[config.mk]
export PLATFORM = sky130hd
export DESIGN_NAME = upload_regs
export DESIGN_NICKNAME = d
export VERILOG_FILES = /design/src/common/msx_upload_pkg.sv /design/src/upload_regs.sv
export SDC_FILE = /design/constraint.sdc
export NUM_CORES = 1
export LEC_CHECK = 0
export ABC_AREA = 1
export BUFFER_PORTS_ARGS = -buffer_cell sky130_fd_sc_hd__buf_2
export CAP_MARGIN = 20
export CORE_ASPECT_RATIO = 0.75
export CORE_UTILIZATION = 49
export CTS_BUF_LIST = sky130_fd_sc_hd__clkbuf_8
export CTS_CLUSTER_DIAMETER = 60
export DETAILED_ROUTE_END_ITERATION = 10
export PLACE_DENSITY = 0.82
export SLEW_MARGIN = 40
export SYNTH_ARGS = -nofsm -noshare
export SYNTH_HDL_FRONTEND = slang
export SYNTH_SLANG_ARGS = --single-unit
[constraint.sdc]
create_clock -name clk -period 1.5 [get_ports clk]
set_clock_uncertainty 0.15 [all_clocks]
set_input_delay 0.15 -clock clk [delete_from_list [all_inputs] [get_ports clk]]
set_output_delay 0.15 -clock clk [all_outputs]
set_load 0.1 [all_outputs]
[src/common/msx_upload_pkg.sv]
`default_nettype none

package msx_upload_pkg;

   localparam int DDR3_AW    = 28;
   localparam int RAM_AW     = 27;
   localparam int SIZE_W     = 27;
   localparam int PAGE_SHIFT = 14;    // 16 KiB pages
   localparam int CNT_W      = 25;
   localparam int N_BLOCKS   = 64;
   localparam int N_LOOKUP   = 16;
   localparam int REC_BYTES  = 16;

   localparam logic [3:0] REC_TAG0    = 4'd0;
   localparam logic [3:0] REC_FLAGS   = 4'd3;  // Fill, ro, mapper
   localparam logic [3:0] REC_TYPE    = 4'd4;
   localparam logic [3:0] REC_SIZE_HI = 4'd5;
   localparam logic [3:0] REC_SIZE_LO = 4'd6;
   localparam logic [3:0] REC_ENTRY0  = 4'd7;  // Four entry/argument pairs

   localparam logic [5:0] CFG_INDEX = 6'd1;

   localparam logic [7:0] TYP_NONE   = 8'd0;
   localparam logic [7:0] TYP_CONFIG = 8'd1;
   localparam logic [7:0] TYP_FDC    = 8'd2;

   localparam logic [1:0] MODE_SKIP   = 2'd0;
   localparam logic [1:0] MODE_REF    = 2'd1;
   localparam logic [1:0] MODE_FILLED = 2'd2;
   localparam logic [1:0] MODE_DEVICE = 2'd3;

   localparam logic [5:0] MAPPER_UNUSED = 6'd63;
   localparam logic [5:0] MAPPER_NONE   = 6'd0;

   localparam logic [1:0] DEV_NONE = 2'd0;
   localparam logic [1:0] DEV_FDC  = 2'd1;

   // Argument byte of one slot entry, meaning depends on the entry mode
   typedef union packed {
      struct packed {
         logic [1:0] pad;
         logic [5:0] src_block;
      } ref_arg;
      struct packed {
         logic [5:0] pad;
         logic [1:0] offset;
      } fill_arg;
   } slot_arg_u;

endpackage

`default_nettype wire

[src/upload_regs.sv]
`timescale 1ns/1ps
`default_nettype none

module upload_regs (
   input  wire                                clk,
   input  wire                                rst_n,
   input  wire                                ioctl_download,
   input  wire  [15:0]                        ioctl_index,
   input  wire  [msx_upload_pkg::SIZE_W-1:0]  ioctl_addr,
   input  wire  [msx_upload_pkg::DDR3_AW-1:0] ddr3_addr,
   input  wire                                bios_we,
   input  wire  [7:0]                         bios_byte,
   output logic                               load,
   output logic                               cfg_read_en,
   output logic [3:0]                         bios_expander_en,
   output logic [1:0]                         bios_msx_typ
);

   logic                              dl_last;
   logic                              dl_end;
   logic [msx_upload_pkg::SIZE_W-1:0] cfg_size;

   assign dl_end = dl_last & ~ioctl_download & (ioctl_index == 16'(msx_upload_pkg::CFG_INDEX));
   assign cfg_read_en = ddr3_addr < msx_upload_pkg::DDR3_AW'(cfg_size);

   always_ff @(posedge clk or negedge rst_n) begin
      if (!rst_n) begin
         dl_last          <= 1'b0;
         load             <= 1'b0;
         cfg_size         <= '0;
         bios_expander_en <= 4'd0;
         bios_msx_typ     <= 2'd0;
      end else begin
         dl_last <= ioctl_download;
         load    <= dl_end;
         if (dl_end) cfg_size <= ioctl_addr;  // Image size in bytes
         if (bios_we) begin
            bios_expander_en <= bios_byte[3:0];
            bios_msx_typ     <= bios_byte[5:4];
         end
      end
   end

   assert property (@(posedge clk) disable iff (!rst_n) load |=> !load);

endmodule

`default_nettype wire

Word level (Yosys, flattened, before mapping). Index checks and enable logic that the tools add are counted.

Register bits: 35. Logic and storage cells: 10.

$lt $le $gt $ge: 1. Eq/ne operators: 1. Bitwise logic cells: 3.

Operator list (number): $lt 28x27->1 (1); $eq 16x1->1 const B (1); $and 1x1->1 (2); $not 1->1 (1).

Longest topological paths before layout.
Depth in word-level cells: 3. Depth in mapped cells: 11. Mapped depth without buffers: 11.

Least setup slack after synthesis. No wires, ideal clock.

Path kind: flip-flop to output port. Start point: register cfg_size[19] in the netlist's numbering. End point: output port cfg_read_en. Data arrival time: 2.491 ns. Data required time: 1.200 ns. Setup slack: -1.291 ns. Cell stages (with the launch flop): 9. Cells stage by stage: dfrtp_1 inv_1 ha_1 a21o_1 nor2_1 nand2_1 nand2_1 nand2_1 a21oi_1.

Word-level cells in the longest chain between the ends: 1.

RTL lines: start, declared (RTL line upload_regs.sv:21) `logic [msx_upload_pkg::SIZE_W-1:0] cfg_size;`; start signal, assigned (RTL line upload_regs.sv:36) `if (dl_end) cfg_size <= ioctl_addr;`; $lt 28x27->1 (RTL line upload_regs.sv:24) `assign cfg_read_en = ddr3_addr < msx_upload_pkg::DDR3_AW'(cfg_size);`; end, declared (RTL line upload_regs.sv:14) `output logic cfg_read_en,`.

Every way passes these cells.

Worst setup path in the final report.
Start point: register cfg_size[22] in the netlist's numbering. End point: output port cfg_read_en.

The elaborated chain is that of the path after synthesis.

==> results_dict.tcl <==
set metrics [dict create \
    synth_flop_cell "dfrtp_1" \
    post_drt_via_cell_ratio 4.58 \
    hpwl_um 3410 \
    worst_slack_ns -0.554 \
    failing_checks "setup timing" \
    timing.final.max_slew_violations 0 \
    postSynthNetCount 378 \
    setup_tns_ns -0.554 \
    synthesis.instances 269 \
    ir_worst_vdd_v 0.000600 \
    total_of_flip_flops_plus_latches_after_synthesis 35 \
    clock_sinks 35 \
    cp-start-kind "flip-flop" \
    post_synth_num_cell_types 21 \
    routed-via-count 2100 \
    antenna_left 0 \
    synth.most_common_cell "nand2_1" \
    grt_use_met3_pct 6.36 \
    drt_pass1_iterations 4 \
    grt_pass1_wl_um 8960 \
    slew_headroom_pct 66.8 \
    grt_pass1_vias 2100 \
    route.detailed.wl_per_inst_um 12.1 \
    grt_use_total_pct 25.8 \
    min-delay-path-class "primary input to flip-flop" \
    worst-r2r-cell-count 6 \
    ys_top_cells_by_area "dfrtp_1, nand2_1, ha_1, inv_1, mux2_2" \
    unrepaired_setup_endpoints_after_global_routing "true" \
    yosys.area_share.xor_xnor_pct 0 \
    design.portCount 91 \
    die_area_um2 4580 \
    critical_path.max_stage_delay_ns 0.35 \
    postLayoutCellArea_um2 3250 \
    pwr_dens_nw_per_um2 670 \
    number_of_instances_in_the_placed_design 415 \
    synth-async-reset-ratio_pct 100 \
    timing_hold_violations_final 0 \
    post_synth_and_or_nand_nor_area_fraction_pct 27.9 \
    yosys-top-cells-count "nand2_1, inv_1, dfrtp_1" \
    power_frac_clock_pct 31.4 \
    timing.final.crit_share_pct 137 \
    net-switching-power_uw 625 \
    port_buffers 88 \
    switching_share_pct 28.7 \
    pwr-share-seq_pct 44.5 \
    cts.reportedPaths.clkPinSlew_ns 0.07 \
    worst_slew_pin_slew_ns 0.501 \
    tritoncts.num_buffers 5 \
    synth_adder_area_share_pct 15.4 \
    coreArea_um2 4100 \
    insertedDiodeCount 0 \
    met1_usage_pct 30.4 \
    period_needed_ns 2.05 \
    synth-seq-area-share_pct 41.4 \
    finalWirelength_um 5540 \
    comb_power_share_pct 24.0 \
    synthToLayoutAreaGrowth_pct 53.9 \
    drt_iter0_markers 96 \
    grt_max_degree 29 \
    placement.cell_area_um2 2690 \
    fillerInstances 282 \
    static-leakage-power_nw 1.74 \
    critical_path.max_fanout 3 \
    root_buffer "clkbuf_8" \
    initial_antenna_violation_count 0 \
    clk_latency_ns 0.28 \
    ys_warn_count 0 \
    path_class "flip-flop to output pin" \
    tritoncts "done" \
    clock_tree.htree_level_count 2 \
    whs_path_depth 2 \
    design_power_total_mw 2.18 \
    final_layout_size_suffix_gt1_share_pct 33.2 \
    gp_congestion 0.797 \
    die_w_um 77.9 \
    clock_path_buffers 2 \
    critical_path_arrival_ns 1.75 \
    clock.fmax_ghz 0.487 \
    combinational_family_with_the_most_area_after_synthesis "simple AND/OR/NAND/NOR gates" \
    grt_overflow_total 0 \
    crit_chain "inv_1 > ha_1 > nand2_2 > inv_1 > nand2_1 > a21oi_1 > nor2_1 > nand2_2 > a21oi_4 > buf_12" \
    crit_required_ns 1.20 \
    floorplan.initialDensity_pct 51.5 \
    yosysTopAreaCellShare_pct 41.4 \
    die_height_um 58.9 \
    synth-edff-count 0 \
    slowest_stage "dfrtp_1" \
    final_std_cells_w_o_fill 459 \
    run_status "complete, but fails checks" \
    setup_viol 1 \
    max_cap_viol_count 0 \
    synth_area_leader_cell "dfrtp_1" \
    netlist_area_um2 2110 \
    synth-compound-area-share_pct 2.49 \
    grt_most_used_layer "met2" \
    power_report.internal_total_mw 1.56 \
    post_synth.cell_area_avg_um2 7.86 \
    grt.met2_usage_pct 46.9 \
    crit_path_end_kind "output pin" \
    layout.nets 513 \
    synth.mux.area_fraction_pct 3.20 \
    worst_hold_slack_ns 0.0824 \
    drc 0 \
    floorplan.rows 20 \
]
-- cell families after synthesis --
group | count (synthesis)
AOI/OAI and AO/OA | 10
adders and majority gates | 26
buffers and inverters | 48
DFF | 35
muxes | 6
and+or+nand+nor | 144
-- metrics by stage --
| stage | util, % | setup WS, ns |
|---|---|---|
| after floorplan | - | -0.397 |
| after global placement | 65.4 | -0.233 |
| after detailed placement | 65.4 | -0.242 |
| after CTS | 77.7 | -0.536 |
| after global routing | 79.3 | -0.645 |
| final | 79.3 | -0.554 |
-- layer usage --
layer / wire, um / up-vias / share of wire, %
li1: - / 1089 / -
met2: 2740 / 69 / 49
met5: 0 / - / 0
met3: 337 / 5 / 6.1
met1: 2410 / 937 / 44
met4: 50 / 0 / 0.90
-- worst max-delay path, delay by kind of cell (launching register included) --
family,cells,cell delay (ns)
adder cells (fa/ha/maj),1,0.30
buffers and inverters,3,0.29
AND/OR/NAND/NOR,4,0.36
AO/OA/AOI/OAI,2,0.18
flip-flops,1,0.35
-- cell usage in the layout, fill, tap and decap left out, types with 2 or more instances in the layout --
master | Yosys | routed
buf_12 | 0 | 2
inv_1 | 42 | 37
buf_4 | 0 | 9
buf_2 | 2 | 87
nor3_2 | 1 | 2
ha_1 | 26 | 18
dfrtp_1 | 35 | 35
nand2_1 | 119 | 117
dlygate4sd3_1 | 0 | 35
nand2_2 | 0 | 2
ha_4 | 0 | 8
nor2_1 | 11 | 10
a21oi_1 | 9 | 7
mux2_2 | 6 | 6
clkbuf_8 | 0 | 6
nand3_1 | 5 | 5
inv_2 | 0 | 5
or2_1 | 2 | 2
-- path summary, 6_finish.rpt --
| check | end | slack (ns) | from |
|---|---|---|---|
| max in group asynchronous | cfg_size[10] | 0.58 | rst_n |
| min reg2reg | cfg_size[8] | 0.33 | cfg_size[8] |
| max reg2reg | cfg_size[9] | 0.15 | dl_last |
| min in group asynchronous | dl_last | 0.18 | rst_n |
| max | cfg_read_en | -0.55 | cfg_size[22] |
| min | bios_expander_en[0] | 0.08 | bios_we |
-- final cells by class --
cell class	count	area (um^2)	area share (%)
timing repair buffer	133	893	27.5
clock buffer	6	82.6	2.54
inverter	43	166	5.11
multi-input combinational	186	1160	35.7
clock inverter	1	5.00	0.154
sequential	35	876	26.9
tap	55	68.8	2.11
-- sequential cells by signal, indices dropped and copies added, names as in the netlist --
register,count
cfg_size,27
bios_expander_en,4
bios_msx_typ,2
dl_last,1
load,1
-- power groups by stage --
stage / Combinational, mW / Clock (mW) / Sequential [mW]
2_1_floorplan: 0.120 / 0 / 1.11
4_1_cts: 0.503 / 0.701 / 0.969
3_5_place_dp: 0.422 / 0 / 0.986
3_3_place_gp: 0.415 / 0 / 0.986
5_1_grt: 0.567 / 0.744 / 0.972
6_report: 0.524 / 0.685 / 0.971
-- repair_timing --
action / 4_1_cts / 5_1_grt
pin swaps: 1 / 1
setup buffers: 1 / 1
cloned: 0 / 0
hold buffers: 35 / 0
hold endpoints to repair: 69 / 0
gates resized for setup: 7 / 11
endpoints found under the setup margin: 1 / 28
(Power assumes the default switching activity.)
