==> config.mk <==
export PLATFORM = sky130hd
export DESIGN_NAME = loader_fsm
export DESIGN_NICKNAME = d
export VERILOG_FILES = /design/src/common/msx_upload_pkg.sv /design/src/loader/loader_fsm.sv
export SDC_FILE = /design/constraint.sdc
export NUM_CORES = 1
export LEC_CHECK = 0
export BUFFER_PORTS_ARGS = -buffer_cell sky130_fd_sc_hd__clkbuf_2
export CORE_ASPECT_RATIO = 0.75
export CORE_MARGIN = 2
export CORE_UTILIZATION = 40
export CTS_CLUSTER_DIAMETER = 120
export DETAILED_ROUTE_END_ITERATION = 10
export SYNTH_ARGS = -nofsm -noshare
export SYNTH_HDL_FRONTEND = slang
export SYNTH_SLANG_ARGS = --single-unit
==> constraint.sdc <==
create_clock -name clk -period 3.2 [get_ports clk]
set_clock_uncertainty 0.05 [all_clocks]
set_input_delay 0.64 -clock clk [delete_from_list [all_inputs] [get_ports clk]]
set_output_delay 0.64 -clock clk [all_outputs]
set_load 0.02 [all_outputs]
==> src/common/msx_upload_pkg.sv <==
`default_nettype none

package msx_upload_pkg;

   localparam int DDR3_AW    = 28;
   localparam int RAM_AW     = 27;
   localparam int SIZE_W     = 27;
   localparam int PAGE_SHIFT = 14;    // 16 KiB pages
   localparam int CNT_W      = 25;
   localparam int N_BLOCKS   = 64;
   localparam int N_LOOKUP   = 16;
   localparam int REC_BYTES  = 16;

   localparam logic [3:0] REC_TAG0    = 4'd0;
   localparam logic [3:0] REC_FLAGS   = 4'd3;  // Fill, ro, mapper
   localparam logic [3:0] REC_TYPE    = 4'd4;
   localparam logic [3:0] REC_SIZE_HI = 4'd5;
   localparam logic [3:0] REC_SIZE_LO = 4'd6;
   localparam logic [3:0] REC_ENTRY0  = 4'd7;  // Four entry/argument pairs

   localparam logic [5:0] CFG_INDEX = 6'd1;

   localparam logic [7:0] TYP_NONE   = 8'd0;
   localparam logic [7:0] TYP_CONFIG = 8'd1;
   localparam logic [7:0] TYP_FDC    = 8'd2;

   localparam logic [1:0] MODE_SKIP   = 2'd0;
   localparam logic [1:0] MODE_REF    = 2'd1;
   localparam logic [1:0] MODE_FILLED = 2'd2;
   localparam logic [1:0] MODE_DEVICE = 2'd3;

   localparam logic [5:0] MAPPER_UNUSED = 6'd63;
   localparam logic [5:0] MAPPER_NONE   = 6'd0;

   localparam logic [1:0] DEV_NONE = 2'd0;
   localparam logic [1:0] DEV_FDC  = 2'd1;

   // Argument byte of one slot entry, meaning depends on the entry mode
   typedef union packed {
      struct packed {
         logic [1:0] pad;
         logic [5:0] src_block;
      } ref_arg;
      struct packed {
         logic [5:0] pad;
         logic [1:0] offset;
      } fill_arg;
   } slot_arg_u;

endpackage

`default_nettype wire

==> src/loader/loader_fsm.sv <==
`timescale 1ns/1ps
`default_nettype none

module loader_fsm (
   input  wire                                 clk,
   input  wire                                 rst_n,
   input  wire                                 load,
   input  wire                                 cfg_read_en,
   input  wire  [7:0]                          ddr3_dout,
   input  wire                                 ddr3_ready,
   output logic [msx_upload_pkg::DDR3_AW-1:0]  ddr3_addr,
   output logic                                ddr3_rd,
   output logic                                ddr3_request,
   output logic                                reset_rq,
   input  wire                                 fill_done,
   input  wire                                 fill_rd,
   output logic                                fill_start,
   output logic                                copy_mode,
   output logic [msx_upload_pkg::CNT_W-1:0]    fill_count,
   output logic                                bios_we,
   output logic [7:0]                          bios_byte,
   output logic                                table_clear,
   output logic [5:0]                          clear_block,
   output logic                                rec_we,
   output logic [7:0]                          rec_bytes [3:14],
   output logic [3:0]                          ref_ram
);

   typedef enum logic [2:0] {S_IDLE, S_CLEAN, S_READ_CONF, S_CHECK, S_FILL, S_STORE} state_t;

   state_t     state;
   logic [7:0] rec [msx_upload_pkg::REC_BYTES];
   logic [3:0] head;
   logic       gate;
   logic       tag_ok;
   logic       typ_slot;
   logic       typ_cfg;

   assign gate     = ddr3_ready & ~ddr3_rd;  // DDR3 idle, data valid
   assign tag_ok   = {rec[msx_upload_pkg::REC_TAG0], rec[msx_upload_pkg::REC_TAG0 + 1],
                      rec[msx_upload_pkg::REC_TAG0 + 2]} == "MSX";
   assign typ_slot = rec[msx_upload_pkg::REC_TYPE] == msx_upload_pkg::TYP_NONE ||
                     rec[msx_upload_pkg::REC_TYPE] == msx_upload_pkg::TYP_FDC;
   assign typ_cfg  = rec[msx_upload_pkg::REC_TYPE] == msx_upload_pkg::TYP_CONFIG;

   assign reset_rq    = state != S_IDLE;
   assign table_clear = gate && state == S_CLEAN;
   assign fill_start  = gate && state == S_FILL;
   assign rec_we      = gate && state == S_STORE && typ_slot;
   assign bios_we     = gate && state == S_STORE && typ_cfg;
   assign bios_byte   = rec[msx_upload_pkg::REC_SIZE_HI];

   always_comb begin
      for (int i = 3; i <= 14; i++) rec_bytes[i] = rec[i];
   end

   always_ff @(posedge clk) begin
      if (gate && state == S_READ_CONF) rec[head] <= ddr3_dout;
      if (gate && state == S_CHECK) begin
         copy_mode  <= rec[msx_upload_pkg::REC_FLAGS][6];  // Read-only data comes from DDR3
         fill_count <= (msx_upload_pkg::CNT_W'({rec[msx_upload_pkg::REC_SIZE_HI][2:0],
                        rec[msx_upload_pkg::REC_SIZE_LO]}) << msx_upload_pkg::PAGE_SHIFT) - 1'b1;
      end
   end

   always_ff @(posedge clk or negedge rst_n) begin
      if (!rst_n) begin
         state        <= S_IDLE;
         ddr3_addr    <= '0;
         ddr3_rd      <= 1'b0;
         ddr3_request <= 1'b0;
         clear_block  <= 6'd0;
         head         <= 4'd0;
         ref_ram      <= 4'd0;
      end else begin
         if (ddr3_rd && ddr3_ready) begin
            ddr3_rd   <= 1'b0;
            ddr3_addr <= ddr3_addr + 1'b1;
         end
         if (fill_rd) ddr3_rd <= cfg_read_en;  // Next copy byte
         if (gate) begin
            case (state)
               S_IDLE: ddr3_request <= 1'b0;
               S_CLEAN: begin
                  ddr3_request <= 1'b1;
                  clear_block  <= clear_block + 1'b1;
                  if (clear_block == 6'd63) begin
                     state   <= S_READ_CONF;
                     ddr3_rd <= cfg_read_en;
                  end
               end
               S_READ_CONF: begin
                  head <= head + 1'b1;
                  if (head == 4'd15) begin
                     state <= S_CHECK;
                  end else begin
                     ddr3_rd <= cfg_read_en;
                  end
               end
               S_CHECK: begin
                  state <= S_IDLE;
                  if (tag_ok) begin
                     ddr3_rd <= cfg_read_en;  // Prefetch
                     state   <= rec[msx_upload_pkg::REC_FLAGS][7] ? S_FILL : S_STORE;
                  end
               end
               S_STORE: begin
                  state <= S_READ_CONF;
                  if (typ_slot) ref_ram <= ref_ram + 1'b1;
                  if (!(typ_slot || typ_cfg) || !cfg_read_en) state <= S_IDLE;
               end
               default: ;
            endcase
         end
         if (state == S_FILL && fill_done) state <= S_STORE;
         if (load) begin
            state       <= S_CLEAN;
            ddr3_addr   <= '0;
            ddr3_rd     <= 1'b0;
            clear_block <= 6'd0;
            head        <= 4'd0;
            ref_ram     <= 4'd0;
         end
      end
   end

   assert property (@(posedge clk) disable iff (!rst_n) state == S_IDLE |-> !ddr3_rd);

endmodule

`default_nettype wire

## Word level (Yosys, flattened, before mapping)

Memories as Yosys holds them, arrays and structs flattened.
Cells that the tools add are included.

| operators by class | value |
|---|---|
| add/subtract/negate cells | 5 |
| multipliers | 0 |
| divide/modulo/power cells | 0 |
| $lt $le $gt $ge | 0 |
| eq/ne operators | 12 |
| shift operators | 0 |
| multiplexer cells | 32 |
| bitwise gates (word level) | 2 |
| reductions and logical operators | 31 |

Operators with widths:

| kind | count |
|---|---|
| $mux 28 | 2 |
| $add 28x1->28 const B | 1 |
| $mux 4 | 7 |
| $sub 25x1->25 const B | 1 |
| $eq 24x23->1 const B | 1 |
| $mux 3 | 6 |
| $mux 6 | 3 |
| $reduce_bool 2->1 | 7 |
| $pmux 3 s4 | 1 |
| $mux 1 | 10 |
| $logic_and 1x1->1 | 9 |
| $add 4x1->4 const B | 2 |
| $eq 8x1->1 const B | 1 |
| $eq 8x2->1 const B | 1 |
| $logic_not 8->1 | 1 |
| $ne 4x2->1 const B | 2 |
| $add 6x1->6 const B | 1 |
| $eq 3x2->1 const B | 2 |
| $eq 3x3->1 const B | 2 |
| $eq 6x6->1 const B | 1 |
| $reduce_and 2->1 | 3 |
| $reduce_bool 3->1 | 2 |
| $reduce_bool 6->1 | 1 |
| $eq 4x4->1 const B | 1 |
| 11 further kinds | 14 |

| storage, ports and cells | value |
|---|---|
| bits in registers | 73 |
| latch bits | 0 |
| RAM bits | 128 |
| bits in read-only memories | 0 |
| output and inout port bits | 175 |
| memories | 1 |

Memories:

| memory | words | bits a word | rd ports | clocked after Yosys merged registers in | wr ports | line | text |
|---|---|---|---|---|---|---|---|
| rec | 16 | 8 | 15 | 0 | 1 | loader_fsm.sv:32 | `logic [7:0] rec [msx_upload_pkg::REC_BYTES];` |

## Logic depth before layout (Yosys ltp)

An unclocked memory read counts as a cell.

| depth | value |
|---|---|
| depth after elaboration | 11 |
| mapped depth | 7 |
| mapped depth without buffers | 5 |

## Worst setup path before layout

No wires, ideal clock.

| path | value |
|---|---|
| path type | reg-to-output |
| start | memory rec[4][3] |
| end | output bios_we |
| arrival | 2.216 ns |
| required time | 2.510 ns |
| setup slack | 0.294 ns |
| cell stages (with the launch flop) | 5 |
| buffers on the path | 1 |
| path through | edfxtp_1 or4_4 or4_1 buf_2 nor3b_1 |

RTL lines:

| what | line | text |
|---|---|---|
| start, declared | loader_fsm.sv:32 |  |
| end, declared | loader_fsm.sv:20 | `output logic bios_we,` |

==> impl_metrics.ini <==
[power_and_ir_drop]
design_power_total_w = 0.004678
cell_internal_pwr_w = 0.003631
ir_worst_vdd_uv = 336.1
swShare_pct = 22.38
p_comb_share_pct = 2.6
p_sw_w = 0.001047
p_seq_share_pct = 53.5
p_per_area_mw_per_mm2 = 531.1
clkPwrFrac_pct = 43.9
p_leak_nw = 3.495

[synth]
synthAdderAreaFrac_pct = 1.393
synth-async-reset-ratio_pct = 26.26
synth_largest_area_cell = edfxtp_1
yosysWarnings = 0
yosysTopAreaCellShare_pct = 55.16
yosysMostFrequentCell = edfxtp_1
synthMuxAreaShare_pct = 0.6094
synth_area_mm2 = 0.007186
synth-seq-cells = 179
synth_xor_xnor_area_share_pct = 3.413
synth_compound_area_share_pct = 5.328
ys.flop_type = edfxtp_1
synthDistinctLibCells = 56
synth_area_leaders = edfxtp_1 (55%), dfrtp_1 (16%), buf_4 (2.3%), nor2_1 (1.9%), xnor2_1 (1.7%)
yosys.area_share.simple_pct = 13.43
syn_inst = 503
avgSynthCellArea_um2 = 14.29
synth_top_family_by_area = simple AND/OR/NAND/NOR gates
seq_area_frac_synth_pct = 71.53
synth_commonest_cells = edfxtp_1 (132), dfrtp_1 (47), nor2_1 (36)
synth_edf_count = 132

[global_routing]
grt_first_pass_wirelength_um = 25810
gr-usage-met3_pct = 5.945
grt_pass1_vias = 4652
grt_usage_pct = 17.75
grtUsageMet1_pct = 23.91
grt-busiest-layer = met2
grtUsageMet2_pct = 27.05
gr-total-overflow = 0
antenna_found_initial = 0
grt_start_max_net_pins = 48

[drt]
drcViolationCount = 0
drt_iter0_drc = 380
drtAntennaViolNets = 0
vias = 4665
drt_pass1_iterations = 4
totalWireLength_um = 16580
detail_route.vias_per_cell = 5.027
avgRoutedWirePerCell_um = 17.87

[layout]
nFillCells = 1550
nets = 696
syn_to_final_growth_pct = 22.58
finalCoreUtilization_pct = 50.04
antenna_cells = 0
drive_above_1_share_pct = 32.65
fin_area_mm2 = 0.008808

[setup_path]
crit_fanout = 10
required_ns = 2.51
endpoint_kind = output pin
critPathKind = reg2out
crit_path_start_kind = register
arrival_ns = 2.37

[timing]
tightest_slew_ns = 0.8712
timing.fmax_ghz = 0.3273
hold_violations = 0
period_minus_slack_ns = 3.055
rsz0062_at_grt = false
fin_tns_setup_ns = 0
setup-violations-final = 0
slew_violations = 0
slew_headroom_pct = 41.92
fin_crit_sh_pct = 95.47

[clocking]
clockBufferDepth = 2
cts_buffers = 17
cts_max_level = 4
post_cts_buffers = 0
cts_tree = built
cts_sinks = 179
clk_pin_slew_ns = 0.07
clkLatencyLatePin_ns = 0.42
root_buffer = clkbuf_16

[placed_design]
gp_congestion = 0.7787
dp_hpwl_um = 11120
numPortBuffers = 175
post_dp_cell_area_mm2 = 0.008213

[floorplanning]
start_util_pct = 40.82
io_pins = 190
coreArea_mm2 = 0.01760
die-area_mm2 = 0.01906
num_rows = 42
die_h_um = 120.1
die_x_um = 158.8

[run_status]
status = finished, final reports clean

[run]
cap_violations = 0

[worst_hold_path]
hp-class = in2async
stage by stage:
stage	worst slack [ns]	cells	hold WS [ns]
after floorplan	0.2938	516	0.2944
after global placement	0.4928	896	0.4197
after detailed placement	0.4506	896	0.4108
after CTS	0.1190	928	0.2851
after global routing	0.02450	928	0.3100
final	0.1450	928	0.2729
layout by cell type, fill, tap and decap left out, drive strengths merged, types with 4 or more instances in the layout:
cell,n
o21ai,7
and4,7
conb,14
inv,23
clkbuf,192
nand3,14
or3,6
or2,4
nand4,7
nor2,36
and2,13
and3,6
clkinv,7
xnor2,14
o31ai,12
dfrtp,47
nor4,7
a21oi,21
ha,8
buf,6
nand2,16
edfxtp,132
nor4bb,4
nor3,10
nand2b,5
or4,16
xor2,14
logic make-up (layout without fill, tap and decap cells):
logic type / count (synthesis) / in the layout
AOI/OAI and AO/OA: 58 / 58
xor gates and xnor gates: 28 / 28
adders and majority gates: 8 / 8
buffers and inverters: 59 / 229
DFF: 179 / 179
muxes: 4 / 4
other: 1 / 14
and+or+nand+nor: 166 / 166
registers in the layout (all words and copies together) (netlist names):
signal,cells
clear_block,6
copy_mode,1
ddr3_addr,28
ddr3_rd,1
ddr3_request,1
fill_count,11
head,4
rec,120
ref_ram,4
state,3
worst max-delay path: stages, from the launching register on:
cell,delay (ns)
edfxtp_1,0.40
or4_4,0.55
or4_4,0.60
nor3b_1,0.20
clkbuf_2,0.20
per-layer routing:
metal  vias up  part of all wire, %
li1       2174                    -
met1      2330                   44
met2       140                   46
met3        21                  7.5
met4         0                  2.0
met5         -                    0
final timing paths:
path / from / endpoint / slack (ns) / cells past startpoint
min in group clk: rec[3][6]$_DFFE_PP_ / copy_mode$_DFFE_PP_ / 0.42 / 0
min reg2reg: rec[3][6]$_DFFE_PP_ / copy_mode$_DFFE_PP_ / 0.42 / 0
min: rst_n / ddr3_addr[8]$_DFFE_PN0P_ / 0.27 / 2
max: rec[4][3]$_DFFE_PP_ / bios_we / 0.14 / 4
max reg2reg: ddr3_addr[5]$_DFFE_PN0P_ / ddr3_addr[22]$_DFFE_PN0P_ / 0.69 / 4
max in group asynchronous: rst_n / ref_ram[1]$_DFFE_PN0P_ / 2.39 / 2
power by group through the flow:
| stage | Clock [W] | Sequential (W) | Combinational (W) |
|---|---|---|---|
| 6_report | 0.00205 | 0.00250 | 0.000121 |
| 5_1_grt | 0.00220 | 0.00250 | 0.000134 |
| 4_1_cts | 0.00211 | 0.00250 | 0.000123 |
| 3_5_place_dp | 0 | 0.00255 | 0.000123 |
| 3_3_place_gp | 0 | 0.00255 | 0.000121 |
| 2_1_floorplan | 0 | 0.00256 | 0.0000579 |
timing repair:
item | 4_1_cts | 5_1_grt
gates resized for setup | 1 | 0
hold buffers | 0 | 0
endpoints found under the hold margin | 0 | 0
setup endpoints to repair | 1 | 0
layout make-up:
class | count | area (um^2) | area share [%]
Sequential cell | 179 | 5140 | 58.35
Multi-Input combinational cell | 278 | 1793 | 20.36
Tap cell | 242 | 302.8 | 3.437
Clock buffer | 17 | 425.4 | 4.830
Timing Repair Buffer | 181 | 920.9 | 10.45
Clock inverter | 15 | 166.4 | 1.889
Inverter | 16 | 60.06 | 0.6818
(Power assumes the default switching activity.)
