--- src/common/msx_upload_pkg.sv ---
`default_nettype none

package msx_upload_pkg;

   localparam int DDR3_AW    = 28;
   localparam int RAM_AW     = 27;
   localparam int SIZE_W     = 27;
   localparam int PAGE_SHIFT = 14;    // 16 KiB pages
   localparam int CNT_W      = 25;
   localparam int N_BLOCKS   = 64;
   localparam int N_LOOKUP   = 16;
   localparam int REC_BYTES  = 16;

   localparam logic [3:0] REC_TAG0    = 4'd0;
   localparam logic [3:0] REC_FLAGS   = 4'd3;  // Fill, ro, mapper
   localparam logic [3:0] REC_TYPE    = 4'd4;
   localparam logic [3:0] REC_SIZE_HI = 4'd5;
   localparam logic [3:0] REC_SIZE_LO = 4'd6;
   localparam logic [3:0] REC_ENTRY0  = 4'd7;  // Four entry/argument pairs

   localparam logic [5:0] CFG_INDEX = 6'd1;

   localparam logic [7:0] TYP_NONE   = 8'd0;
   localparam logic [7:0] TYP_CONFIG = 8'd1;
   localparam logic [7:0] TYP_FDC    = 8'd2;

   localparam logic [1:0] MODE_SKIP   = 2'd0;
   localparam logic [1:0] MODE_REF    = 2'd1;
   localparam logic [1:0] MODE_FILLED = 2'd2;
   localparam logic [1:0] MODE_DEVICE = 2'd3;

   localparam logic [5:0] MAPPER_UNUSED = 6'd63;
   localparam logic [5:0] MAPPER_NONE   = 6'd0;

   localparam logic [1:0] DEV_NONE = 2'd0;
   localparam logic [1:0] DEV_FDC  = 2'd1;

   // Argument byte of one slot entry, meaning depends on the entry mode
   typedef union packed {
      struct packed {
         logic [1:0] pad;
         logic [5:0] src_block;
      } ref_arg;
      struct packed {
         logic [5:0] pad;
         logic [1:0] offset;
      } fill_arg;
   } slot_arg_u;

endpackage

`default_nettype wire

--- src/loader/ram_writer.sv ---
`timescale 1ns/1ps
`default_nettype none

module ram_writer (
   input  wire                                clk,
   input  wire                                rst_n,
   input  wire                                fill_start,
   input  wire                                copy_mode,
   input  wire  [msx_upload_pkg::CNT_W-1:0]   fill_count,
   input  wire  [7:0]                         ddr3_dout,
   input  wire                                sdram_ready,
   output logic [msx_upload_pkg::RAM_AW-1:0]  ram_addr,
   output logic [7:0]                         ram_din,
   output logic                               ram_ce,
   output logic                               sdram_rq,
   output logic                               fill_done,
   output logic                               fill_rd,
   output logic [msx_upload_pkg::RAM_AW-1:0]  fill_addr
);

   logic                             busy;
   logic                             step;
   logic [msx_upload_pkg::CNT_W-1:0] cnt;
   logic [msx_upload_pkg::CNT_W-1:0] remain;

   assign step    = fill_start & sdram_ready & ~ram_ce;
   assign remain  = busy ? cnt : fill_count;  // Bytes left minus one
   assign fill_rd = step & copy_mode;
   // Checkerboard RAM pattern
   assign ram_din = copy_mode ? ddr3_dout : (ram_addr[8] == ram_addr[1] ? 8'hFF : 8'h00);

   always_ff @(posedge clk) begin
      if (step) cnt <= remain - 1'b1;
      if (step && !busy) fill_addr <= ram_addr;  // Start of this fill
   end

   always_ff @(posedge clk or negedge rst_n) begin
      if (!rst_n) begin
         ram_addr  <= '0;
         ram_ce    <= 1'b0;
         sdram_rq  <= 1'b0;
         busy      <= 1'b0;
         fill_done <= 1'b0;
      end else begin
         ram_ce    <= step;
         fill_done <= step && remain == '0;
         if (ram_ce) ram_addr <= ram_addr + 1'b1;
         if (step) busy <= remain != '0;
         if (fill_start) sdram_rq <= 1'b1;
         if (fill_done) sdram_rq <= 1'b0;
      end
   end

   assert property (@(posedge clk) disable iff (!rst_n) ram_ce |=> !ram_ce);

endmodule

`default_nettype wire

--- config.mk ---
export PLATFORM = sky130hd
export DESIGN_NAME = ram_writer
export DESIGN_NICKNAME = d
export VERILOG_FILES = /design/src/common/msx_upload_pkg.sv /design/src/loader/ram_writer.sv
export SDC_FILE = /design/constraint.sdc
export NUM_CORES = 1
export LEC_CHECK = 0
export BUFFER_PORTS_ARGS = -buffer_cell sky130_fd_sc_hd__buf_4
export CAP_MARGIN = 20
export CORE_MARGIN = 3
export CORE_UTILIZATION = 42
export DETAILED_ROUTE_END_ITERATION = 10
export PLACE_DENSITY = 0.71
export SETUP_SLACK_MARGIN = 0.2
export SYNTH_ARGS = -nofsm -noshare
export SYNTH_HDL_FRONTEND = slang
export SYNTH_SLANG_ARGS = --single-unit
--- constraint.sdc ---
create_clock -name clk -period 4.9 [get_ports clk]
set_input_delay 1.225 -clock clk [delete_from_list [all_inputs] [get_ports clk]]
set_output_delay 1.225 -clock clk [all_outputs]
set_load 0.05 [all_outputs]
* Word level (Yosys, flattened, before mapping)
Cells that the tools add are included.
Word-level totals: bits in registers 83, bits of input ports 38, output and inout port bits 66, word-level logic and storage cells 25
Operators by class: add/subtract/negate cells 2, eq/ne operators 1, mux-type cells 5, bitwise operators 4, reductions and logical operators 6
Operators by type and width (count):
- adder 27 x 1 -> 27 bit (second input constant) | 1
- logical NOT 25 bit | 1
- two-way mux 25 bit | 1
- nonzero test 25 bit | 1
- subtractor 25 x 1 -> 25 bit (second input constant) | 1
- two-way mux 8 bit | 2
- bitwise AND 1 bit | 3
- logical AND 1 bit | 2
- two-way mux 1 bit | 2
- nonzero test 2 bit | 1
- == test 1 bit | 1
- logical NOT 1 bit | 1
- NOT 1 bit | 1

* Longest topological paths before layout
Gate-level depths: netlist of run 1.
depth in word-level cells 3, depth in mapped cells 11, mapped depth without buffers 6

* Worst setup path after synthesis of run 1
No wires, ideal clock.
path kind input port to output port, from in fill_start, to out fill_rd, arrival time 3.037 ns, data required time 3.675 ns, slack 0.638 ns, stages on the path 3, buffers on the path 0, cells stage by stage nand2_1 -> nor2_1 -> and2_1
On the way: word-level cells in the longest chain between the ends 3
RTL lines:
- start, declared | RTL line ram_writer.sv:7 | input wire fill_start,
- bitwise AND 1 bit (2 in a row) | RTL line ram_writer.sv:26 | assign step = fill_start & sdram_ready & ~ram_ce;
- named net step | RTL line ram_writer.sv:22 | logic step;
- bitwise AND 1 bit | RTL line ram_writer.sv:28 | assign fill_rd = step & copy_mode;
- end, declared | RTL line ram_writer.sv:17 | output logic fill_rd,
The timed path passes the listed nets, and every way through them passes these cells.

* Worst setup path in the final report of run 1
from in copy_mode, to out ram_din[0]
On the way: word-level cells in the longest chain between the ends 1
RTL lines:
- start, declared | RTL line ram_writer.sv:8 | input wire copy_mode,
- two-way mux 8 bit | RTL line ram_writer.sv:30 | assign ram_din = copy_mode ? ddr3_dout : (ram_addr[8] == ram_addr[1] ? 8'hFF : 8'h00);
- end, declared | RTL line ram_writer.sv:13 | output logic [7:0] ram_din,
Every way passes these cells.

==> flow_summary.yaml, run 1 <==
power_and_ir_drop:
  pwr-share-clk: 0.304
  p_int_mw: 1.13
  power_mw: 1.64
  p_per_area_nw_per_um2: 320
  sequentialPowerShare: 0.502
  power_switching_mw: 0.508
  comb_power_share: 0.194
  p_sw_frac: 0.310
  p_leak_nw: 2.23
  ir_worst_vdd_v: 0.000286
clock_tree:
  cts_setup_buffers: 0
  clockBufferDepth: 2
  hold_buffers: 0
  cts_sinks: 83
  cts_max_level: 3
  root_buffer: "clkbuf_8"
  cts_resized: 0
  cts_buffers: 9
  insertion_delay_ns: 0.35
  cts_tree: "built"
  clk_pin_slew_ns: 0.08
worst_setup_path:
  cp.arrival_ns: 2.09
  worstSetupPathType: "in -> out"
  end_kind: "primary output"
  cp.required_ns: 3.67
  start_kind: "primary input"
  crit_path_max_fanout: 10
synthesis:
  synth-seq-area-share: 0.582
  postSynthNetCount: 345
  synth_top_area_cell: "edfxtp_1"
  synth_edf_count: 52
  syn_inst: 305
  syn-cell-area_sq_um: 4010
  syn_avg_cell_area_sq_um: 13.2
  muxShareOfSynthArea: 0.0661
  synth_compound_area_frac: 0.0443
  synthAdderAreaFrac: 0.00623
  yosysWarnings: 0
  synth_top_family_by_area: "simple AND/OR/NAND/NOR gates"
  synth-main-ff-cell: "edfxtp_1"
  synth_async_sr_flop_share: 0.373
  ys_ff_latch: 83
  synth_area_leaders: "edfxtp_1, dfrtp_1, xnor2_1, mux2i_1, xor2_1"
  synth_simple_gate_area_frac: 0.171
  synth_top_area_frac: 0.389
  synth.distinct_cells: 45
  synth_xor_area_frac: 0.116
floorplanning:
  ioPinCount: 104
  fp.dieH_microns: 104
  core-area_sq_um: 9280
  core.rowCount: 35
  dieWidth_microns: 104
  initial_core_util: 0.432
  dieArea_sq_um: 10800
global_routing:
  grt_pass1_vias: 2702
  antenna_found_initial: 0
  grt_pass1_wl_mm: 13.2
  grt_overflow: 0
  grtUsageTotal: 0.151
  grt_start_max_net_pins: 32
sta:
  fmax_mhz: 302
  fin_tns_setup_ns: 0
  finalCritPeriodShare: 0.676
  tightest_slew_ns: 0.639
  drv_slew: 0
  finClkSkew_ns: 0.0150
  rsz0062_at_grt: "false"
  period_needed_ns: 3.31
  slew_headroom: 0.570
  hold_viol_final: 0
  whs_ns: 0.487
  final-setup-viol-count: 0
final_layout:
  fin_area_sq_um: 5120
  layout_common_cells: "buf_4, edfxtp_1, xnor2_1"
  multi_input_area_sq_um: 1620
  nets: 454
  seq_area_sq_um: 2340
  layout_commonest_cell: "buf_4"
  fill_cells: 822
  area_growth_pct: 27.7
  drive_above_1_share: 0.344
  fin_util: 0.552
  n_antenna_cell: 0
detailed_routing:
  final_antenna_net_count: 0
  vias_per_cell: 5.02
  drt-initial-drc-count: 116
  vias: 2749
  post_drt_wl_per_cell_microns: 14.6
  first_pass_iters: 4
  drc: 0
  wl_mm: 7.99
placement:
  io_buffers: 103
  dp_hpwl_mm: 5.83
  gp_congestion: 0.767
  dpl_cell_area_sq_um: 4920
status:
  status: "finished clean"
flow_run:
  cap_violations: 0
worst_hold_path:
  hold_path.class: "reg -> reg"
[cells in the mapped netlist, types with 3 or more instances]
library cell / instances
dfrtp_1: 31
xor2_1: 21
nand3_1: 8
edfxtp_1: 52
and2_1: 4
a21o_1: 8
nor4_2: 3
nor3b_1: 3
a21oi_1: 5
mux2i_1: 24
nor3_1: 15
and4_1: 4
nor4b_2: 4
nand4_1: 6
nor4_1: 8
buf_2: 3
nor2_1: 20
xnor2_1: 32
nand2_1: 16
[sequential cells by signal, summed over array words and instances (netlist names)]
name	flops
fill_addr	27
fill_done	1
ram_ce	1
cnt	25
ram_addr	27
busy	1
sdram_rq	1
[power by group through the flow]
| stage | Combinational [mW] | Sequential, mW | Clock [mW] |
|---|---|---|---|
| 2_1_floorplan | 0.141 | 0.897 | 0 |
| 3_3_place_gp | 0.317 | 0.835 | 0 |
| 3_5_place_dp | 0.321 | 0.837 | 0 |
| 4_1_cts | 0.322 | 0.822 | 0.510 |
| 5_1_grt | 0.339 | 0.829 | 0.539 |
| 6_report | 0.318 | 0.822 | 0.498 |
[metrics by stage]
step	worst slack (ns)	std cells
after detailed placement	1.59	532
after global placement	1.65	532
after global routing	1.46	548
final	1.59	548
after floorplan	0.638	305
after CTS	1.59	548
[cell type report]
class	instances	share of cell area
sequential	83	0.456
tap	129	0.0315
clock buffer	10	0.0249
inverter	1	0.000732
multi-input combinational	213	0.317
timing repair buffer	106	0.155
clock inverter	6	0.0144
[path summary, 6_finish.rpt]
| check | from | to | slack (ns) | cells after the start |
|---|---|---|---|---|
| max in group asynchronous | rst_n | busy | 3.77 | 1 |
| setup reg to reg | busy | cnt[24] | 2.35 | 5 |
| setup / recovery | copy_mode | ram_din[0] | 1.59 | 4 |
| hold / removal | fill_done | sdram_rq | 0.49 | 1 |
| hold reg to reg | fill_done | sdram_rq | 0.49 | 1 |
| min in group asynchronous | rst_n | ram_addr[26] | 0.79 | 1 |
[critical path: stages]
cell and delay, ns:
buf_4 0.15, nor2_1 0.39, a21o_1 0.13, buf_4 0.19
[logic make-up after synthesis]
logic type,count (synthesis)
simple gates,108
flops,83
xor+xnor,53
mux,26
compound gates,24
buf+inv,9
fa+ha+maj,2
[routing by layer]
layer  GRT usage  wire length [microns]  up-vias  share of wire
met5           0                      0        -              0
met4      0.0427                     65        0         0.0081
met3      0.0449                    427        4          0.053
met2       0.247                   3830       73           0.48
met1       0.196                   3670     1329           0.46
li1            -                      -     1343              -
(Power assumes the default switching activity.)
==> inputs of run 2 (changes only) <==
--- a/config.mk
+++ b/config.mk
@@ -10,7 +10,7 @@
 export CORE_MARGIN = 3
 export CORE_UTILIZATION = 42
 export DETAILED_ROUTE_END_ITERATION = 10
-export PLACE_DENSITY = 0.71
+export PLACE_DENSITY = 0.73
 export SETUP_SLACK_MARGIN = 0.2
 export SYNTH_ARGS = -nofsm -noshare
 export SYNTH_HDL_FRONTEND = slang
==> constraint.sdc (replaced) <==
create_clock -name clk -period 2.8 [get_ports clk]
set_input_delay 0.7 -clock clk [delete_from_list [all_inputs] [get_ports clk]]
set_output_delay 0.7 -clock clk [all_outputs]
set_load 0.05 [all_outputs]
==> run 2 against run 1 <==
Net effect: flip-flop and latch count stayed put; die area stayed put; first-iteration DRC count shrank 37%; total power grew 71%; non-clock buffer count is 1 higher; clock-buffer cell count down 1; setup slack got worse by 1.2 ns; sequential power grew 75%; hold slack got worse by 0.22 ns; register-to-register slack lost 1.9 ns; combinational power grew 78%; highest routed layer unchanged.
==> flow_summary.yaml, run 2 (same netlist as run 1, synthesis figures left out) <==
sta:
  slew_headroom: 0.652
  hold_viol_final: 0
  tightest_slew_ns: 0.522
  final-setup-viol-count: 0
  rsz0062_at_grt: "false"
  finClkSkew_ns: 0.0123
  fmax_mhz: 419
  drv_slew: 0
  whs_ns: 0.268
  period_needed_ns: 2.39
  finalCritPeriodShare: 0.852
  fin_tns_setup_ns: 0
  fin_ws_ns: 0.414
power_and_ir_drop:
  p_leak_nw: 2.22
  comb_power_share: 0.202
  pwr-share-clk: 0.287
  p_int_mw: 1.89
  p_sw_frac: 0.326
  p_per_area_nw_per_um2: 546
  sequentialPowerShare: 0.512
  power_switching_mw: 0.915
  ir_worst_vdd_v: 0.000291
worst_setup_path:
  max_stage_delay_ns: 0.68
  worstSetupPathType: "reg -> reg"
  cp.required_ns: 2.89
  cpMaxStageDelayCell: "dfrtp_2"
  crit_chain: "buf_4 > nor3b_1 > o22a_1 > nor4b_2 > nand2_1 > xor2_1"
  cp_num_buf_inv: 1
  path_delay_family: "flip-flops"
  cp.arrival_ns: 2.47
  end_kind: "register"
  crit_path_max_fanout: 23
  start_kind: "register"
detailed_routing:
  wl_mm: 8.34
  drc: 0
  vias: 2787
  vias_per_cell: 5.08
  final_antenna_net_count: 0
  post_drt_wl_per_cell_microns: 15.2
  first_pass_iters: 4
  drt-initial-drc-count: 73
status:
  status: "finished clean"
floorplanning:
  core-area_sq_um: 9280
  dieWidth_microns: 104
  core.rowCount: 35
  fp.dieH_microns: 104
  dieArea_sq_um: 10800
  ioPinCount: 104
  initial_core_util: 0.432
final_layout:
  multi_input_area_sq_um: 1640
  fin_util: 0.553
  fin_area_sq_um: 5130
  fill_cells: 811
  seq_area_sq_um: 2340
  layout_commonest_cell: "buf_4"
  n_antenna_cell: 0
  drive_above_1_share: 0.350
  area_growth_pct: 27.9
  nets: 455
  reg_top3: "fill_addr x27, ram_addr x27, cnt x25"
  layout_common_cells: "buf_4, edfxtp_1, xnor2_1"
clock_tree:
  root_buffer: "clkbuf_8"
  clk_pin_slew_ns: 0.10
  cts_buffers: 9
  insertion_delay_ns: 0.35
  clockBufferDepth: 2
  cts_sinks: 83
  cts_max_level: 3
  cts_setup_buffers: 0
  cts_tree: "built"
global_routing:
  antenna_found_initial: 0
  grt_overflow: 0
  grtUsageTotal: 0.158
  grt_pass1_vias: 2864
  grt_pass1_wl_mm: 14.0
  grt_start_max_net_pins: 32
placement:
  dp_hpwl_mm: 6.25
  dp_slack_ns: 0.381
  io_buffers: 103
  gp_congestion: 0.837
  dpl_cell_area_sq_um: 4940
flow_run:
  cap_violations: 0
worst_hold_path:
  hold_path.class: "in -> async"
[run 2: what timing repair did]
| item | CTS | global route |
|---|---|---|
| endpoints found under the setup margin | 0 | 3 |
| hold buffers | 0 | 0 |
| resized for setup | 0 | 1 |
[run 2: area by class of cell]
cell class | instances | area share
sequential | 83 | 0.456
multi-input combinational | 213 | 0.319
timing repair buffer | 107 | 0.156
tap | 129 | 0.0314
clock buffer | 9 | 0.0241
clock inverter | 7 | 0.0127
inverter | 1 | 0.000731
[run 2: metrics by stage]
stage / power, mW / std cells
floorplan: 1.82 / 305
global placement: 2.02 / 533
detailed placement: 2.03 / 533
CTS: 2.84 / 549
global route: 2.92 / 549
finish: 2.81 / 549
[run 2: power groups by stage]
stage | Combinational, mW | Clock (mW) | Sequential (mW)
CTS | 0.568 | 0.831 | 1.44
global placement | 0.557 | 0 | 1.46
detailed placement | 0.567 | 0 | 1.46
finish | 0.565 | 0.804 | 1.44
global route | 0.598 | 0.878 | 1.45
floorplan | 0.248 | 0 | 1.57
[run 2: path summary, 6_finish.rpt]
path                                      to  slack (ns)  depth (start not counted)       from
worst min register to register      sdram_rq        0.46                          1  fill_done
min in group clk                    sdram_rq        0.46                          1  fill_done
worst min-delay path            ram_addr[22]        0.27                          1      rst_n
worst max register to register       cnt[20]        0.41                          6       busy
worst max-delay path                 cnt[20]        0.41                          6       busy
max in group asynchronous               busy        2.22                          1      rst_n
[run 2: layer usage]
layer	track usage	up-vias	wire, microns
met5	0	-	0
met4	0.0456	0	63
met3	0.0386	6	475
met2	0.275	83	4260
met1	0.196	1349	3530
li1	-	1349	-
==> inputs of run 3 (changes only) <==
--- a/config.mk
+++ b/config.mk
@@ -5,10 +5,12 @@
 export SDC_FILE = /design/constraint.sdc
 export NUM_CORES = 1
 export LEC_CHECK = 0
+export ABC_AREA = 1
 export BUFFER_PORTS_ARGS = -buffer_cell sky130_fd_sc_hd__buf_4
 export CAP_MARGIN = 20
 export CORE_MARGIN = 3
 export CORE_UTILIZATION = 42
+export CTS_BUF_LIST = sky130_fd_sc_hd__clkbuf_8
 export DETAILED_ROUTE_END_ITERATION = 10
 export PLACE_DENSITY = 0.73
 export SETUP_SLACK_MARGIN = 0.2
==> run 3 against run 2 <==
Net effect: via count up 28%; non-clock buffer count is 1 higher; highest routed layer unchanged; critical endpoint is now fill_rd; maximum frequency increased by 0.65%.
==> flow_summary.yaml, run 3 <==
sta:
  finClkSkew_ns: 0.0179
  tightest_slew_ns: 0.461
  hold_viol_final: 0
  fin_tns_setup_ns: 0
  final-setup-viol-count: 0
  period_needed_ns: 2.37
  fmax_mhz: 422
  rsz0062_at_grt: "false"
  slew_headroom: 0.690
  finalCritPeriodShare: 0.846
  drv_slew: 0
synthesis:
  synth.distinct_cells: 30
  synth_area_leaders: "edfxtp_1, dfrtp_1, nand2_1, nor2_1, xor2_1"
  synth_top_area_frac: 0.360
  synth_edf_count: 52
  syn_avg_cell_area_sq_um: 8.54
  postSynthNetCount: 548
  synth-seq-area-share: 0.539
  syn_inst: 508
  synth_async_sr_flop_share: 0.373
  synth_common_cells: "nand2_1, nor2_1, edfxtp_1"
  synth_top_area_cell: "edfxtp_1"
  synth_most_common_cell: "nand2_1"
  ys_ff_latch: 83
  yosysWarnings: 0
  syn-cell-area_sq_um: 4340
  synth-main-ff-cell: "edfxtp_1"
detailed_routing:
  drc: 0
  first_pass_iters: 4
  wl_mm: 9.80
  final_antenna_net_count: 0
  post_drt_wl_per_cell_microns: 12.9
  vias: 3580
  vias_per_cell: 4.72
  drt-initial-drc-count: 133
worst_setup_path:
  cp.required_ns: 2.10
  cp.arrival_ns: 1.67
  end_kind: "primary output"
  crit_path_max_fanout: 10
  start_kind: "register"
  worstSetupPathType: "reg -> out"
status:
  status: "finished clean"
final_layout:
  instances_no_fill: 758
  reg_top3: "fill_addr x27, ram_addr x27, cnt x25"
  drive_above_1_share: 0.243
  n_antenna_cell: 0
  nets: 660
  layout_commonest_cell: "nand2_1"
  layout_common_cells: "nand2_1, buf_4, nor2_1"
  fin_area_sq_um: 5450
  area_growth_pct: 25.7
  fill_cells: 934
power_and_ir_drop:
  p_per_area_nw_per_um2: 589
  p_leak_nw: 2.49
  ir_worst_vdd_v: 0.000337
placement:
  gp_congestion: 0.904
  dpl_cell_area_sq_um: 5270
  io_buffers: 103
  dp_hpwl_mm: 7.57
  placedCellCount: 742
clock_tree:
  clockBufferDepth: 2
  clk_pin_slew_ns: 0.10
  cts_buffers: 9
  hold_buffers: 0
  cts_sinks: 83
  root_buffer: "clkbuf_8"
  cts_resized: 0
  cts_setup_buffers: 0
  cts_tree: "built"
  insertion_delay_ns: 0.36
  cts_max_level: 3
floorplanning:
  core-area_sq_um: 9910
  initial_core_util: 0.438
  dieArea_sq_um: 11600
  dieWidth_microns: 108
  ioPinCount: 104
  core.rowCount: 36
  fp.dieH_microns: 108
global_routing:
  grt_start_max_net_pins: 32
  grt_pass1_vias: 3379
  grtUsageTotal: 0.171
  grt_overflow: 0
  grt_pass1_wl_mm: 15.7
  antenna_found_initial: 0
worst_hold_path:
  hold_path.class: "in -> async"
flow_run:
  cap_violations: 0
[run 3: cell types whose count changed after synthesis, sizes merged, moves of 12 or more]
| cell | before | now |
|---|---|---|
| inv | 1 | 49 |
| mux2i | 25 | 0 |
| nand2 | 17 | 193 |
| nand3 | 8 | 24 |
| nor2 | 20 | 78 |
| nor4 | 13 | 1 |
| xnor2 | 32 | 11 |
[run 3: cell families (layout without fill, tap and decap cells)]
logic type | after synthesis | after routing | synth area share
AOI/OAI and AO/OA | 6 | 6 | 0.00692
buffers and inverters | 56 | 173 | 0.0537
and+or+nand+nor | 327 | 327 | 0.326
adders and majority gates | 2 | 2 | 0.00577
xor gates and xnor gates | 34 | 34 | 0.0687
DFF | 83 | 83 | 0.539
[run 3: metrics by stage]
stage / hold WS [ns] / utilization / power, mW / worst slack (ns)
floorplan: 0.404 / - / 2.15 / 0.349
global placement: 0.447 / 0.532 / 2.40 / 0.562
detailed placement: 0.458 / 0.532 / 2.43 / 0.463
CTS: 0.253 / 0.550 / 3.25 / 0.396
global route: 0.281 / 0.550 / 3.37 / 0.226
finish: 0.260 / 0.550 / 3.21 / 0.430
[run 3: per-layer routing]
layer,up-vias,GRT usage,share of wire
met5,-,0,0
met4,0,0.0550,0.015
met3,13,0.0354,0.049
met2,87,0.296,0.50
met1,1644,0.213,0.44
li1,1836,-,-
[run 3: report_power, final]
part           switching, mW  internal [mW]  total [mW]
Combinational          0.634          0.274       0.908
Clock                  0.479          0.338       0.817
Sequential            0.0781           1.41        1.49
[run 3: layout make-up]
type / count / area, sq um / share of cell area
clock inverters: 7 / 58.8 / 0.0108
inverters: 49 / 184 / 0.0337
clock buffers: 9 / 124 / 0.0227
flip-flops and latches: 83 / 2340 / 0.429
repair buffers: 108 / 811 / 0.149
well taps: 133 / 166 / 0.0305
multi-input cells: 369 / 1770 / 0.325
[run 3: worst max-delay path, cell delays in order (launching register included)]
cell and delay (ns):
dfrtp_1 0.51, inv_1 0.22, nand3_1 0.22, nor2_1 0.14
buf_4 0.21
[run 3: final timing paths]
| kind | end | start | slack, ns | cells past startpoint |
|---|---|---|---|---|
| setup reg to reg | cnt[24] | busy | 0.44 | 12 |
| setup / recovery | fill_rd | ram_ce | 0.43 | 4 |
| min in group clk | sdram_rq | fill_done | 0.46 | 1 |
| hold / removal | busy | rst_n | 0.26 | 1 |
| hold reg to reg | sdram_rq | fill_done | 0.46 | 1 |
| max in group asynchronous | ram_addr[24] | rst_n | 2.24 | 1 |
